--- config.mk ---
export PLATFORM = sky130hd
export DESIGN_NAME = ex_stage
export DESIGN_NICKNAME = d
export VERILOG_FILES = /design/src/hw/ex_pkg.sv /design/src/hw/ex_alu.sv /design/src/hw/ex_branch.sv /design/src/hw/ex_operands.sv /design/src/hw/ex_stage.sv /design/src/hw/ex_stage_regs.sv
export SDC_FILE = /design/constraint.sdc
export NUM_CORES = 1
export LEC_CHECK = 0
export BUFFER_PORTS_ARGS = -buffer_cell sky130_fd_sc_hd__buf_2
export CAP_MARGIN = 20
export CORE_MARGIN = 2
export CORE_UTILIZATION = 40
export DETAILED_ROUTE_END_ITERATION = 10
export GPL_TIMING_DRIVEN = 0
export MAX_ROUTING_LAYER = met4
export SKIP_CTS_REPAIR_TIMING = 1
export SYNTH_ARGS = -nofsm -noshare
export SYNTH_HDL_FRONTEND = slang
export SYNTH_HIERARCHICAL = 1
export SYNTH_SLANG_ARGS = --single-unit
--- constraint.sdc ---
create_clock -name iw_clk -period 3.9 [get_ports iw_clk]
set_input_delay 0.78 -clock iw_clk [delete_from_list [all_inputs] [get_ports iw_clk]]
set_output_delay 0.78 -clock iw_clk [all_outputs]
set_load 0.1 [all_outputs]
--- src/hw/ex_pkg.sv ---
`default_nettype none

package ex_pkg;

    localparam int data_w      = 24;
    localparam int addr_w      = 24;
    localparam int imm_w       = 12;
    localparam int reg_idx_w   = 4;
    localparam int shift_limit = 24;                    // Shift amounts from here on give 0
    localparam int shamt_w     = $clog2(shift_limit);

    // Flag write mask, same bit order as ex_flags_t
    localparam logic [3:0] fl_we_z = 4'b1000;
    localparam logic [3:0] fl_we_n = 4'b0100;
    localparam logic [3:0] fl_we_c = 4'b0010;
    localparam logic [3:0] fl_we_v = 4'b0001;

    // ~~~~~~~~~~~~~~~~~~~~~~~~~~~~~~~~~~~~~~~~~~~~~~~~~~~~~~~~~~~~~~~~~~~~~~
    // Opcodes, grouped by register/immediate and unsigned/signed
    typedef enum logic [5:0] {
        opc_unk   = 6'h00,                              // Reset and bubbles
        opc_movu  = 6'h01, opc_addu  = 6'h02, opc_subu  = 6'h03,
        opc_notu  = 6'h04, opc_andu  = 6'h05, opc_oru   = 6'h06,
        opc_xoru  = 6'h07, opc_shlu  = 6'h08, opc_shru  = 6'h09,
        opc_cmpu  = 6'h0a, opc_jccu  = 6'h0b, opc_ldu   = 6'h0c,
        opc_stu   = 6'h0d, opc_lui   = 6'h0e,
        opc_adds  = 6'h10, opc_subs  = 6'h11, opc_shrs  = 6'h12,
        opc_cmps  = 6'h13,
        opc_moviu = 6'h18, opc_addiu = 6'h19, opc_subiu = 6'h1a,
        opc_andiu = 6'h1b, opc_oriu  = 6'h1c, opc_xoriu = 6'h1d,
        opc_shliu = 6'h1e, opc_shriu = 6'h1f, opc_cmpiu = 6'h20,
        opc_jcciu = 6'h21, opc_stiu  = 6'h22,
        opc_movis = 6'h28, opc_addis = 6'h29, opc_subis = 6'h2a,
        opc_shris = 6'h2b, opc_cmpis = 6'h2c, opc_bccis = 6'h2d,
        opc_stis  = 6'h2e
    } ex_opc_t;

    typedef enum logic [3:0] {
        cc_ra = 4'h0, cc_eq = 4'h1, cc_ne = 4'h2, cc_lt = 4'h3,
        cc_gt = 4'h4, cc_ge = 4'h5, cc_le = 4'h6, cc_bt = 4'h7,
        cc_at = 4'h8, cc_be = 4'h9, cc_ae = 4'ha
    } ex_cc_t;

    // ~~~~~~~~~~~~~~~~~~~~~~~~~~~~~~~~~~~~~~~~~~~~~~~~~~~~~~~~~~~~~~~~~~~~~~
    typedef struct packed {
        logic z;
        logic n;
        logic c;
        logic v;
    } ex_flags_t;

    typedef struct packed {
        logic [addr_w-1:0]    pc;
        ex_opc_t              opc;
        ex_cc_t               cc;
        logic [reg_idx_w-1:0] tgt_gp;
        logic                 tgt_gp_we;
        logic [imm_w-1:0]     imm;
    } ex_issue_t;

    typedef struct packed {
        logic [addr_w-1:0]    pc;
        ex_opc_t              opc;
        logic [reg_idx_w-1:0] tgt_gp;
        logic                 tgt_gp_we;
        logic [addr_w-1:0]    addr;
        logic [data_w-1:0]    result;
        logic                 branch_taken;
        logic [addr_w-1:0]    branch_pc;
    } ex_result_t;

endpackage

`default_nettype wire

--- src/hw/ex_alu.sv ---
`timescale 1ns/1ps
`default_nettype none

module ex_alu (
    input  ex_pkg::ex_opc_t           opc,
    input  logic [ex_pkg::data_w-1:0] src_val,
    input  logic [ex_pkg::data_w-1:0] tgt_val,
    input  logic [ex_pkg::data_w-1:0] imm_zx,
    input  logic [ex_pkg::data_w-1:0] imm_up,
    input  logic [ex_pkg::data_w-1:0] imm_sx,
    input  ex_pkg::ex_flags_t         flags,
    output logic [ex_pkg::data_w-1:0] result,
    output logic [ex_pkg::addr_w-1:0] addr,
    output ex_pkg::ex_flags_t         flags_next,
    output logic [3:0]                flags_we,
    output logic                      upper_we
);
    import ex_pkg::*;

    logic [data_w-1:0] opnd;        // Second operand against tgt_val
    logic [data_w-1:0] cmp_diff;    // Compare difference for the flags only
    logic [data_w-1:0] flag_src;
    logic [data_w-1:0] sra_val;
    logic              over;        // Shift amount saturates
    ex_flags_t         fl_cv;

    function automatic logic add_ovf(input logic [data_w-1:0] a, b, r);
        return ~(a[data_w-1] ^ b[data_w-1]) & (a[data_w-1] ^ r[data_w-1]);
    endfunction

    function automatic logic sub_ovf(input logic [data_w-1:0] a, b, r);
        return (a[data_w-1] ^ b[data_w-1]) & (a[data_w-1] ^ r[data_w-1]);
    endfunction

    // ~~~~~~~~~~~~~~~~~~~~~~~~~~~~~~~~~~~~~~~~~~~~~~~~~~~~~~~~~~~~~~~~~~~~~~
    always_comb begin
        case (opc)
            opc_moviu, opc_addiu, opc_subiu, opc_andiu, opc_oriu, opc_xoriu,
            opc_shliu, opc_shriu, opc_cmpiu, opc_stiu:
                opnd = imm_up;
            opc_movis, opc_addis, opc_subis, opc_cmpis, opc_stis:
                opnd = imm_sx;
            opc_shris: opnd = imm_zx;                   // Never a negative amount
            default:   opnd = src_val;
        endcase
    end

    assign over     = opnd >= data_w'(shift_limit);
    assign sra_val  = $signed(tgt_val) >>> opnd[shamt_w-1:0];
    assign flag_src = result | cmp_diff;                // At most one is nonzero

    // ~~~~~~~~~~~~~~~~~~~~~~~~~~~~~~~~~~~~~~~~~~~~~~~~~~~~~~~~~~~~~~~~~~~~~~
    // Compares take tgt_val minus opnd like SUB
    always_comb begin
        result   = '0;
        addr     = '0;
        cmp_diff = '0;
        fl_cv    = flags;
        flags_we = '0;
        upper_we = 1'b0;
        case (opc)
            opc_movu, opc_moviu, opc_movis: begin
                result   = opnd;
                flags_we = fl_we_z;
            end
            opc_addu, opc_addiu: begin
                {fl_cv.c, result} = {1'b0, tgt_val} + {1'b0, opnd};
                flags_we          = fl_we_z | fl_we_c;
            end
            opc_subu, opc_subiu: begin
                result   = tgt_val - opnd;
                fl_cv.c  = tgt_val < opnd;              // Borrow
                flags_we = fl_we_z | fl_we_c;
            end
            opc_cmpu, opc_cmpiu: begin
                cmp_diff = tgt_val - opnd;
                fl_cv.c  = tgt_val < opnd;
                flags_we = fl_we_z | fl_we_c;
            end
            opc_notu: begin
                result   = ~tgt_val;
                flags_we = fl_we_z;
            end
            opc_andu, opc_andiu: begin
                result   = tgt_val & opnd;
                flags_we = fl_we_z;
            end
            opc_oru, opc_oriu: begin
                result   = tgt_val | opnd;
                flags_we = fl_we_z;
            end
            opc_xoru, opc_xoriu: begin
                result   = tgt_val ^ opnd;
                flags_we = fl_we_z;
            end
            opc_shlu, opc_shliu: begin
                result   = over ? '0 : tgt_val << opnd[shamt_w-1:0];
                fl_cv.v  = over;
                flags_we = fl_we_z | fl_we_v;
            end
            opc_shru, opc_shriu: begin
                result   = over ? '0 : tgt_val >> opnd[shamt_w-1:0];
                fl_cv.v  = over;
                flags_we = fl_we_z | fl_we_v;
            end
            opc_shrs, opc_shris: begin
                result   = over ? '0 : sra_val;
                fl_cv.v  = over;
                flags_we = fl_we_z | fl_we_n | fl_we_v;
            end
            opc_adds, opc_addis: begin
                result   = tgt_val + opnd;
                fl_cv.v  = add_ovf(tgt_val, opnd, result);
                flags_we = fl_we_z | fl_we_n | fl_we_v;
            end
            opc_subs, opc_subis: begin
                result   = tgt_val - opnd;
                fl_cv.v  = sub_ovf(tgt_val, opnd, result);
                flags_we = fl_we_z | fl_we_n | fl_we_v;
            end
            opc_cmps, opc_cmpis: begin
                cmp_diff = tgt_val - opnd;
                fl_cv.v  = sub_ovf(tgt_val, opnd, cmp_diff);
                flags_we = fl_we_z | fl_we_n | fl_we_v;
            end
            opc_lui: upper_we = 1'b1;
            opc_ldu: addr = src_val;
            opc_stu, opc_stiu, opc_stis: begin
                addr   = tgt_val;
                result = opnd;                          // Store data
            end
            default: ;                                  // Branches and unknown opcodes
        endcase
    end

    // z and n come from whichever value the opcode produced
    always_comb begin
        flags_next = fl_cv;
        if (|(flags_we & fl_we_z)) begin
            flags_next.z = ~|flag_src;
        end
        if (|(flags_we & fl_we_n)) begin
            flags_next.n = flag_src[data_w-1];
        end
    end

endmodule

`default_nettype wire

--- src/hw/ex_branch.sv ---
`timescale 1ns/1ps
`default_nettype none

module ex_branch (
    input  ex_pkg::ex_opc_t           opc,
    input  ex_pkg::ex_cc_t            cc,
    input  logic [ex_pkg::addr_w-1:0] pc,
    input  logic [ex_pkg::data_w-1:0] src_val,
    input  logic [ex_pkg::data_w-1:0] imm_up,
    input  logic [ex_pkg::data_w-1:0] imm_sx,
    input  ex_pkg::ex_flags_t         flags,
    output logic                      taken,
    output logic [ex_pkg::addr_w-1:0] target
);
    import ex_pkg::*;

    logic              cond;
    logic              is_branch;
    logic [addr_w-1:0] dest;

    // Signed codes use n and v, unsigned ones use c
    always_comb begin
        case (cc)
            cc_ra:   cond = 1'b1;
            cc_eq:   cond = flags.z;
            cc_ne:   cond = ~flags.z;
            cc_lt:   cond = flags.n ^ flags.v;
            cc_gt:   cond = ~flags.z & ~(flags.n ^ flags.v);
            cc_ge:   cond = ~(flags.n ^ flags.v);
            cc_le:   cond = flags.z | (flags.n ^ flags.v);
            cc_bt:   cond = flags.c;
            cc_at:   cond = ~flags.z & ~flags.c;
            cc_be:   cond = flags.c | flags.z;
            cc_ae:   cond = ~flags.c;
            default: cond = 1'b0;
        endcase
    end

    always_comb begin
        is_branch = 1'b1;
        case (opc)
            opc_jccu:  dest = pc + src_val;             // Register relative
            opc_jcciu: dest = imm_up;                   // Absolute
            opc_bccis: dest = pc + imm_sx;
            default: begin
                is_branch = 1'b0;
                dest      = '0;
            end
        endcase
    end

    assign taken  = is_branch & cond;
    assign target = taken ? dest : '0;

endmodule

`default_nettype wire

--- src/hw/ex_operands.sv ---
`timescale 1ns/1ps
`default_nettype none

module ex_operands (
    input  logic [ex_pkg::imm_w-1:0]  imm,
    input  logic [ex_pkg::imm_w-1:0]  upper,
    output logic [ex_pkg::data_w-1:0] imm_zx,
    output logic [ex_pkg::data_w-1:0] imm_up,
    output logic [ex_pkg::data_w-1:0] imm_sx
);
    import ex_pkg::*;

    // Plain zero extension, used as a shift amount
    assign imm_zx = {{(data_w - imm_w){1'b0}}, imm};

    // Upper half comes from the last LUI
    assign imm_up = {upper, imm};

    assign imm_sx = {{(data_w - imm_w){imm[imm_w-1]}}, imm};

endmodule

`default_nettype wire

--- src/hw/ex_stage.sv ---
`timescale 1ns/1ps
`default_nettype none

module ex_stage (
    input  logic                      iw_clk,
    input  logic                      iw_rst,
    input  ex_pkg::ex_issue_t         issue,
    input  logic [ex_pkg::data_w-1:0] src_val,
    input  logic [ex_pkg::data_w-1:0] tgt_val,
    input  logic                      flush,
    input  logic                      stall,
    output ex_pkg::ex_result_t        out
);
    import ex_pkg::*;

    logic [data_w-1:0] imm_zx;
    logic [data_w-1:0] imm_up;
    logic [data_w-1:0] imm_sx;
    logic [imm_w-1:0]  upper;
    ex_flags_t         flags;
    ex_flags_t         flags_next;
    logic [3:0]        flags_we;
    logic              upper_we;
    logic [data_w-1:0] alu_result;
    logic [addr_w-1:0] alu_addr;
    logic              taken;
    logic [addr_w-1:0] target;

    ex_operands u_operands (
        .imm    (issue.imm),
        .upper  (upper),
        .imm_zx (imm_zx),
        .imm_up (imm_up),
        .imm_sx (imm_sx)
    );

    ex_alu u_alu (
        .opc        (issue.opc),
        .src_val    (src_val),
        .tgt_val    (tgt_val),
        .imm_zx     (imm_zx),
        .imm_up     (imm_up),
        .imm_sx     (imm_sx),
        .flags      (flags),
        .result     (alu_result),
        .addr       (alu_addr),
        .flags_next (flags_next),
        .flags_we   (flags_we),
        .upper_we   (upper_we)
    );

    ex_branch u_branch (
        .opc     (issue.opc),
        .cc      (issue.cc),
        .pc      (issue.pc),
        .src_val (src_val),
        .imm_up  (imm_up),
        .imm_sx  (imm_sx),
        .flags   (flags),
        .taken   (taken),
        .target  (target)
    );

    ex_stage_regs u_regs (
        .iw_clk     (iw_clk),
        .iw_rst     (iw_rst),
        .flush      (flush),
        .stall      (stall),
        .issue      (issue),
        .alu_result (alu_result),
        .alu_addr   (alu_addr),
        .flags_next (flags_next),
        .flags_we   (flags_we),
        .upper_we   (upper_we),
        .taken      (taken),
        .target     (target),
        .flags      (flags),
        .upper      (upper),
        .out        (out)
    );

endmodule

`default_nettype wire

--- src/hw/ex_stage_regs.sv ---
`timescale 1ns/1ps
`default_nettype none

module ex_stage_regs (
    input  logic                      iw_clk,
    input  logic                      iw_rst,
    input  logic                      flush,
    input  logic                      stall,
    input  ex_pkg::ex_issue_t         issue,
    input  logic [ex_pkg::data_w-1:0] alu_result,
    input  logic [ex_pkg::addr_w-1:0] alu_addr,
    input  ex_pkg::ex_flags_t         flags_next,
    input  logic [3:0]                flags_we,
    input  logic                      upper_we,
    input  logic                      taken,
    input  logic [ex_pkg::addr_w-1:0] target,
    output ex_pkg::ex_flags_t         flags,
    output logic [ex_pkg::imm_w-1:0]  upper,
    output ex_pkg::ex_result_t        out
);
    import ex_pkg::*;

    logic       accept;
    ex_result_t out_next;

    // Flush and stall both turn the slot into a bubble
    assign accept = ~(flush | stall);

    always_comb begin
        out_next.pc           = issue.pc;
        out_next.opc          = issue.opc;
        out_next.tgt_gp       = issue.tgt_gp;
        out_next.tgt_gp_we    = issue.tgt_gp_we;
        out_next.addr         = alu_addr;
        out_next.result       = alu_result;
        out_next.branch_taken = taken;
        out_next.branch_pc    = target;
    end

    // ~~~~~~~~~~~~~~~~~~~~~~~~~~~~~~~~~~~~~~~~~~~~~~~~~~~~~~~~~~~~~~~~~~~~~~
    always_ff @(posedge iw_clk or posedge iw_rst) begin
        if (iw_rst) begin
            flags <= '0;
            upper <= '0;
            out   <= '0;
        end else if (accept) begin
            flags <= ex_flags_t'((flags & ~flags_we) | (flags_next & flags_we));
            if (upper_we) begin
                upper <= issue.imm;
            end
            out <= out_next;
        end else begin
            out <= '0;                                  // Flags and upper hold
        end
    end

endmodule

`default_nettype wire

==> impl_results.md, run 1 <==
* Status: complete, but fails checks
* Failing checks: DRC, setup timing
* Number of antenna violations at the first check in global routing at 6
* Peak Freq at 0.167 GHz
* Total number of vias at 19123
* Post-Layout Inst Area at 20400 um^2
* Maximum VDD drop at 0.363 mV
* R2R Path Start: u_regs/upper[1]
* PortBufs at 210
* Core Footprint at 38600 um^2
* Critical Path Sink Type: register
* Die X at 201 um
* #FFs+latches synth at 124
* Area of the multi-input gates at 12300 um^2
* DIE HEIGHT at 201 um
* DP HPWL at 69000 um
* Total CTS buffers at 17
* Post-synthesis cell type count at 111
* IO Count at 211
* Final Hold Vio Count at 0
* Routed WL per cell at 30.4 um
* Sink Count at 124
* Hold_ws at 392 ps
* Sequential area share after synthesis at 0.199
* Crit share post-route at 1.53
* DR pass1 iterations at 10
* Clock Path Buffers at 2
* Post-synth EDFFs at 0
* Most frequent cells in the layout: buf_2, buf_4, nor2_1
* Mapped cell area at 15600 um^2
* Post-synth ARST share at 1.00
* Register-to-Register Path Depth at 16
* CP Launch Point: issue[21]
* All-Layer GR Usage at 0.427
* Critical Path AT at 6370 ps
* Crit Path Max Fanout at 8
* CTS root buf: clkbuf_16
* Area post-placement at 17700 um^2
* Row count at 72
* Vias in the first global route at 17401
* Setup TNS at -24190 ps
* Setup slack, reg-to-reg at -1230 ps
* Crit path time final at 5980 ps
* PnR worst setup slack at -2080 ps
* Area Overhead vs Synth at 31.0%
* Routed wire length at 88000 um
* DRT iter0 DRCs at 2489
* Final Skew at 20.5 ps
* DRC viols at 2
* Nets at 2556
* Pwr/cell area at 316 nW/um^2
* Hold Crit Class: primary input to async pin
* First-pass GRT wire length at 122000 um
* Max-cap violation count at 0
* Grt total ovfl at 0
* Final Max Tran Viols at 0
* Htree depth at 4
* Worst setup path class: primary input to register
* Leak at 9.25 nW
* Worst-path clk slew at 60 ps
* Slew HR at 0.210
* Commonest non-fill, non-tap cell in the layout: buf_2
* Reg area at 3100 um^2
* Synthesized area per cell at 7.73 um^2
* Fillcell total at 3906
* Worst setup SP type: primary input
* Syn Inst Count at 2012
* Worst slew pin tran at 1180 ps
* Largest net degree at the start of global routing at 38
* GPL Wtd Cong at 1.07
* Initial core utilization at 0.403
* Final setup fails at 35
* Most used DFF post-synth: dfrtp_1
* Routed Antenna Nets at 0
* Layout cell share with drive strength beyond 1 at 0.321
* RSZ-0062 raised after global routing: yes
* CP Data Required Time at 4290 ps
* DIE AREA at 40500 um^2
* Clock Latency Late Sink at 460 ps
* Yosys warns at 6
* CTS tree: built
* Via density per instance at 6.61
sequential cells by signal (all words and copies together), names as in the netlist, named ones only:
| signal | flops |
|---|---|
| u_regs/out | 108 |
| u_regs/upper | 12 |
through the flow:
step	instances	worst slack (ps)	utilization	total power, mW
after floorplan	2023	-1710	-	3.23
after global placement	2751	-3840	0.456	4.20
after detailed placement	2761	-3780	0.459	4.20
after CTS	2792	-3370	0.474	5.84
after global routing	2892	-2160	0.528	6.64
final	2893	-2080	0.528	6.44
Yosys cell counts (12+ instances only):
cell,instances,area share
nor2b_1,20,0.0080
clkbuf_1,99,0.024
a22o_1,35,0.020
ha_1,94,0.076
o21bai_1,15,0.0072
a211oi_1,20,0.0097
buf_2,16,0.0051
and3_1,30,0.012
or3_1,12,0.0048
nor2_1,139,0.034
a32oi_1,16,0.0090
nor3_1,43,0.014
buf_4,75,0.036
o211ai_1,22,0.011
o21ai_0,110,0.035
xor2_1,14,0.0079
a221oi_1,35,0.020
buf_1,16,0.0039
a21oi_1,135,0.043
xnor2_1,37,0.021
dfrtp_1,124,0.20
a221o_1,22,0.014
nand2_1,134,0.032
mux2_2,44,0.032
a31oi_1,29,0.012
mux2i_1,16,0.010
o22ai_1,27,0.011
nor4_1,20,0.0080
nand3_1,83,0.027
o221ai_1,13,0.0073
a22oi_1,30,0.014
nand4_1,17,0.0068
and2_1,118,0.047
a21o_1,35,0.017
a222oi_1,12,0.0077
inv_1,81,0.020
layer usage:
layer | GRT usage | part of all wire | wire, um
met1 | 0.529 | 0.39 | 33900
met2 | 0.639 | 0.44 | 38600
met3 | 0.103 | 0.11 | 9360
met4 | 0.240 | 0.070 | 6140
met5 | - | 0 | 0
final cells by class:
type	instances	area share
diodes	6	0.000737
plain buffers	198	0.0670
clock buffers	18	0.0216
clock inverters	13	0.00688
inverters	85	0.0169
multi-input cells	1602	0.601
flip-flops and latches	124	0.152
well taps	518	0.0318
repair buffers	329	0.102
how the worst min path moves through the flow:
stage | startpoint | end | slack [ps]
detailed placement | u_regs/upper[6] | u_regs/upper[6] | 500
global placement | u_regs/upper[5] | u_regs/upper[5] | 490
finish | iw_rst | u_regs/out[74] | 390
global route | iw_rst | u_regs/out[74] | 440
floorplan | u_regs/upper[0] | u_regs/upper[0] | 480
CTS | iw_rst | u_regs/out[74] | 400
power by group:
part | total [mW] | leakage, nW | internal, mW | switching [mW]
sequential | 1.34 | 1.71 | 1.33 | 0.0176
combinational | 3.47 | 7.27 | 1.20 | 2.27
clock | 1.63 | 0.275 | 0.954 | 0.672
worst max-delay path, stage by stage:
cell	delay (ps)
buf_4	170
buf_8	150
clkinvlp_4	100
a41o_1	260
buf_6	150
a222oi_1	250
buf_4	200
a21boi_4	290
clkinv_4	130
buf_12	160
buf_12	140
ha_4	300
or2_4	140
nor2_4	40
a32oi_4	330
a31oi_4	160
buf_6	160
o21a_1	150
a22o_1	260
a22oi_2	220
nand4_1	230
a2111oi_2	380
and4b_1	280
nand4b_1	360
o32ai_2	360
mux2_4	180
logic make-up after synthesis:
logic type / Yosys count / share of synthesized area
AO/OA/AOI/OAI: 692 / 0.321
XOR/XNOR: 51 / 0.0287
adder cells (fa/ha/maj): 96 / 0.0782
buffers and inverters: 297 / 0.0940
flip-flops: 124 / 0.199
multiplexers: 65 / 0.0484
other: 1 / 0.000241
AND/OR/NAND/NOR: 686 / 0.230
Power figures use the tool's default switching activity.
==> inputs of run 2 (changes only) <==
CORE_UTILIZATION = 30   (was 40)
==> impl_results.md, run 2 (synthesis gave the netlist of run 1 again) <==
* Clock Latency Late Sink at 470 ps (about the same)
* Reg area at 3100 um^2 (unchanged)
* Sink Count at 124 (unchanged)
* All-Layer GR Usage at 0.335 (-0.0921)
* Area of the multi-input gates at 12400 um^2 (+1.6%)
* Setup slack, reg-to-reg at -1080 ps (+150 ps)
* Final Hold Vio Count at 0 (unchanged)
* Largest net degree at the start of global routing at 47 (+24%)
* Tot Pwr at 6.57 mW (+1.9%)
* Maximum VDD drop at 0.324 mV (-11%)
* Layout cell share with drive strength beyond 1 at 0.332 (+0.0106)
* Peak Freq at 0.170 GHz (+1.7%)
* Pwr/cell area at 313 nW/um^2 (-1.0%)
* Post-Layout Inst Area at 21000 um^2 (+3.0%)
* CP Data Required Time at 4320 ps (+30 ps)
* Final Skew at 15.9 ps (-4.61 ps)
* Failing checks: capacitance limit, slew limit, setup timing
* Grt total ovfl at 0 (unchanged)
* Most frequent cells in the layout: buf_2, buf_4, nor2_1
* CP Launch Point: issue[24]
* CTS root buf: clkbuf_16
* Biggest regs: u_regs/out x108, u_regs/upper x12
* Hold Crit Class: primary input to async pin
* Via density per instance at 6.24 (-5.6%)
* Worst slew pin tran at 1500 ps (+322 ps)
* Total number of vias at 19251 (+0.67%)
* DR pass1 iterations at 8 (-2)
* First-pass GRT wire length at 127000 um (+3.5%)
* Final setup fails at 36 (+2.9%)
* Worst setup path class: primary input to register
* Total CTS buffers at 17 (unchanged)
* Psw at 3.04 mW (+2.7%)
* Worst-path clk slew at 60 ps (about the same)
* IO Count at 211 (unchanged)
* Critical Path Sink Type: register
* RSZ-0062 raised after global routing: yes
* PnR worst setup slack at -1980 ps (+102 ps)
* Max-cap violation count at 1 (+1)
* Cell internal pwr at 3.53 mW (+1.3%)
* Fillcell total at 5306 (+36%)
* Core Footprint at 51300 um^2 (+33%)
* Routed Antenna Nets at 0 (unchanged)
* Status: complete, but fails checks
* CTS tree: built
* Clock share of power at 0.238 (-0.015)
* DRT iter0 DRCs at 2877 (+16%)
* GPL Wtd Cong at 1.05 (-2.1%)
* Crit Path Max Fanout at 7 (-1)
* Pre-CTS setup slack at -4320 ps (-537 ps)
* Final Max Tran Viols at 1 (+1)
* Most flops, register: u_regs/out
* Die X at 232 um (+15%)
* Number of flip-flops under the largest register name at 108 (unchanged)
* Nets at 2583 (+1.1%)
* Slew HR at -0.00985 (-0.220)
* Worst setup SP type: primary input
* Area Overhead vs Synth at 34.9%
* Routed wire length at 91600 um (+4.1%)
* Row count at 83 (+15%)
* Leak at 9.43 nW (+1.9%)
* Number of antenna violations at the first check in global routing at 6 (unchanged)
* Switching share of total power at 0.463 (+0.00337)
* PortBufs at 210 (unchanged)
* Routed WL per cell at 29.7 um (-2.3%)
* R2R Path Start: u_regs/upper[3]
* Register-to-Register Path Depth at 17 (+1)
* Seq pwr share at 0.205 (-0.004)
* Comb pwr share at 0.557 (+0.018)
* DP HPWL at 72700 um (+5.3%)
* Commonest non-fill, non-tap cell in the layout: buf_2
* Crit share post-route at 1.51 (-0.0262)
* Critical Path AT at 6300 ps (-70 ps)
* Initial core utilization at 0.303 (-0.100)
* Crit path time final at 5880 ps (-102 ps)
* DRC viols at 0 (-2)
* Vias in the first global route at 17387 (-0.080%)
* Htree depth at 4 (unchanged)
* DIE HEIGHT at 232 um (+15%)
* Clock Path Buffers at 2 (unchanged)
* Area post-placement at 17900 um^2 (+0.99%)
* DIE AREA at 53700 um^2 (+33%)
## run 2: area by class of cell
| class | count | area share |
|---|---|---|
| Sequential cell | 124 | 0.148 |
| Clock buffer | 19 | 0.0216 |
| Tap cell | 680 | 0.0405 |
| Antenna cell | 8 | 0.000954 |
| Multi-Input combinational cell | 1602 | 0.593 |
| Inverter | 85 | 0.0168 |
| Timing Repair Buffer | 356 | 0.109 |
| Buffer | 198 | 0.0646 |
| Clock inverter | 12 | 0.00542 |
## run 2: metrics by stage
stage	instances	util	hold WS [ps]	setup TNS [ps]
after floorplan	2023	-	482	-18280
after global placement	2913	0.346	491	-81810
after detailed placement	2921	0.348	497	-83410
after CTS	2952	0.359	301	-59280
after global routing	3080	0.409	352	-28800
final	3084	0.409	338	-25560
## run 2: layer usage
metal / vias up / GRT usage / share of wire
li1: 8230 / - / -
met1: 9468 / 0.465 / 0.43
met2: 1337 / 0.460 / 0.41
met3: 216 / 0.0966 / 0.12
met4: 0 / 0.114 / 0.041
met5: - / - / 0
## run 2: critical path: stages
cell and delay [ps]:
buf_12 110, buf_8 110, and3b_2 220, a41o_1 240, buf_6 150, a221o_2 440
nor2_4 280, clkinv_4 110, buf_12 150, buf_12 130, ha_4 210, buf_6 130
or2_4 240, nor2_4 110, a32oi_4 190, buf_6 170, a311oi_4 260, mux2i_1 290
o32a_1 210, nand3_2 80, a21o_1 210, nor4_2 350, and4b_2 350, nand4b_1 260
o32ai_2 320, mux2_4 180
## run 2: worst min path at each step
stage,from,to,cells after the start
2_1_floorplan,u_regs/upper[0],u_regs/upper[0],1
3_3_place_gp,u_regs/upper[9],u_regs/upper[9],1
3_5_place_dp,u_regs/upper[3],u_regs/upper[3],1
4_1_cts,iw_rst,u_regs/out[2],2
5_1_grt,iw_rst,u_regs/out[85],2
6_report,iw_rst,u_regs/out[85],2
## run 2: power groups by stage
| stage | sequential, mW | combinational (mW) | clock [mW] |
|---|---|---|---|
| floorplan | 1.56 | 1.67 | 0 |
| CTS | 1.35 | 2.90 | 1.62 |
| detailed placement | 1.37 | 2.88 | 0 |
| global route | 1.35 | 3.78 | 1.67 |
| finish | 1.35 | 3.65 | 1.57 |
| global placement | 1.37 | 2.90 | 0 |
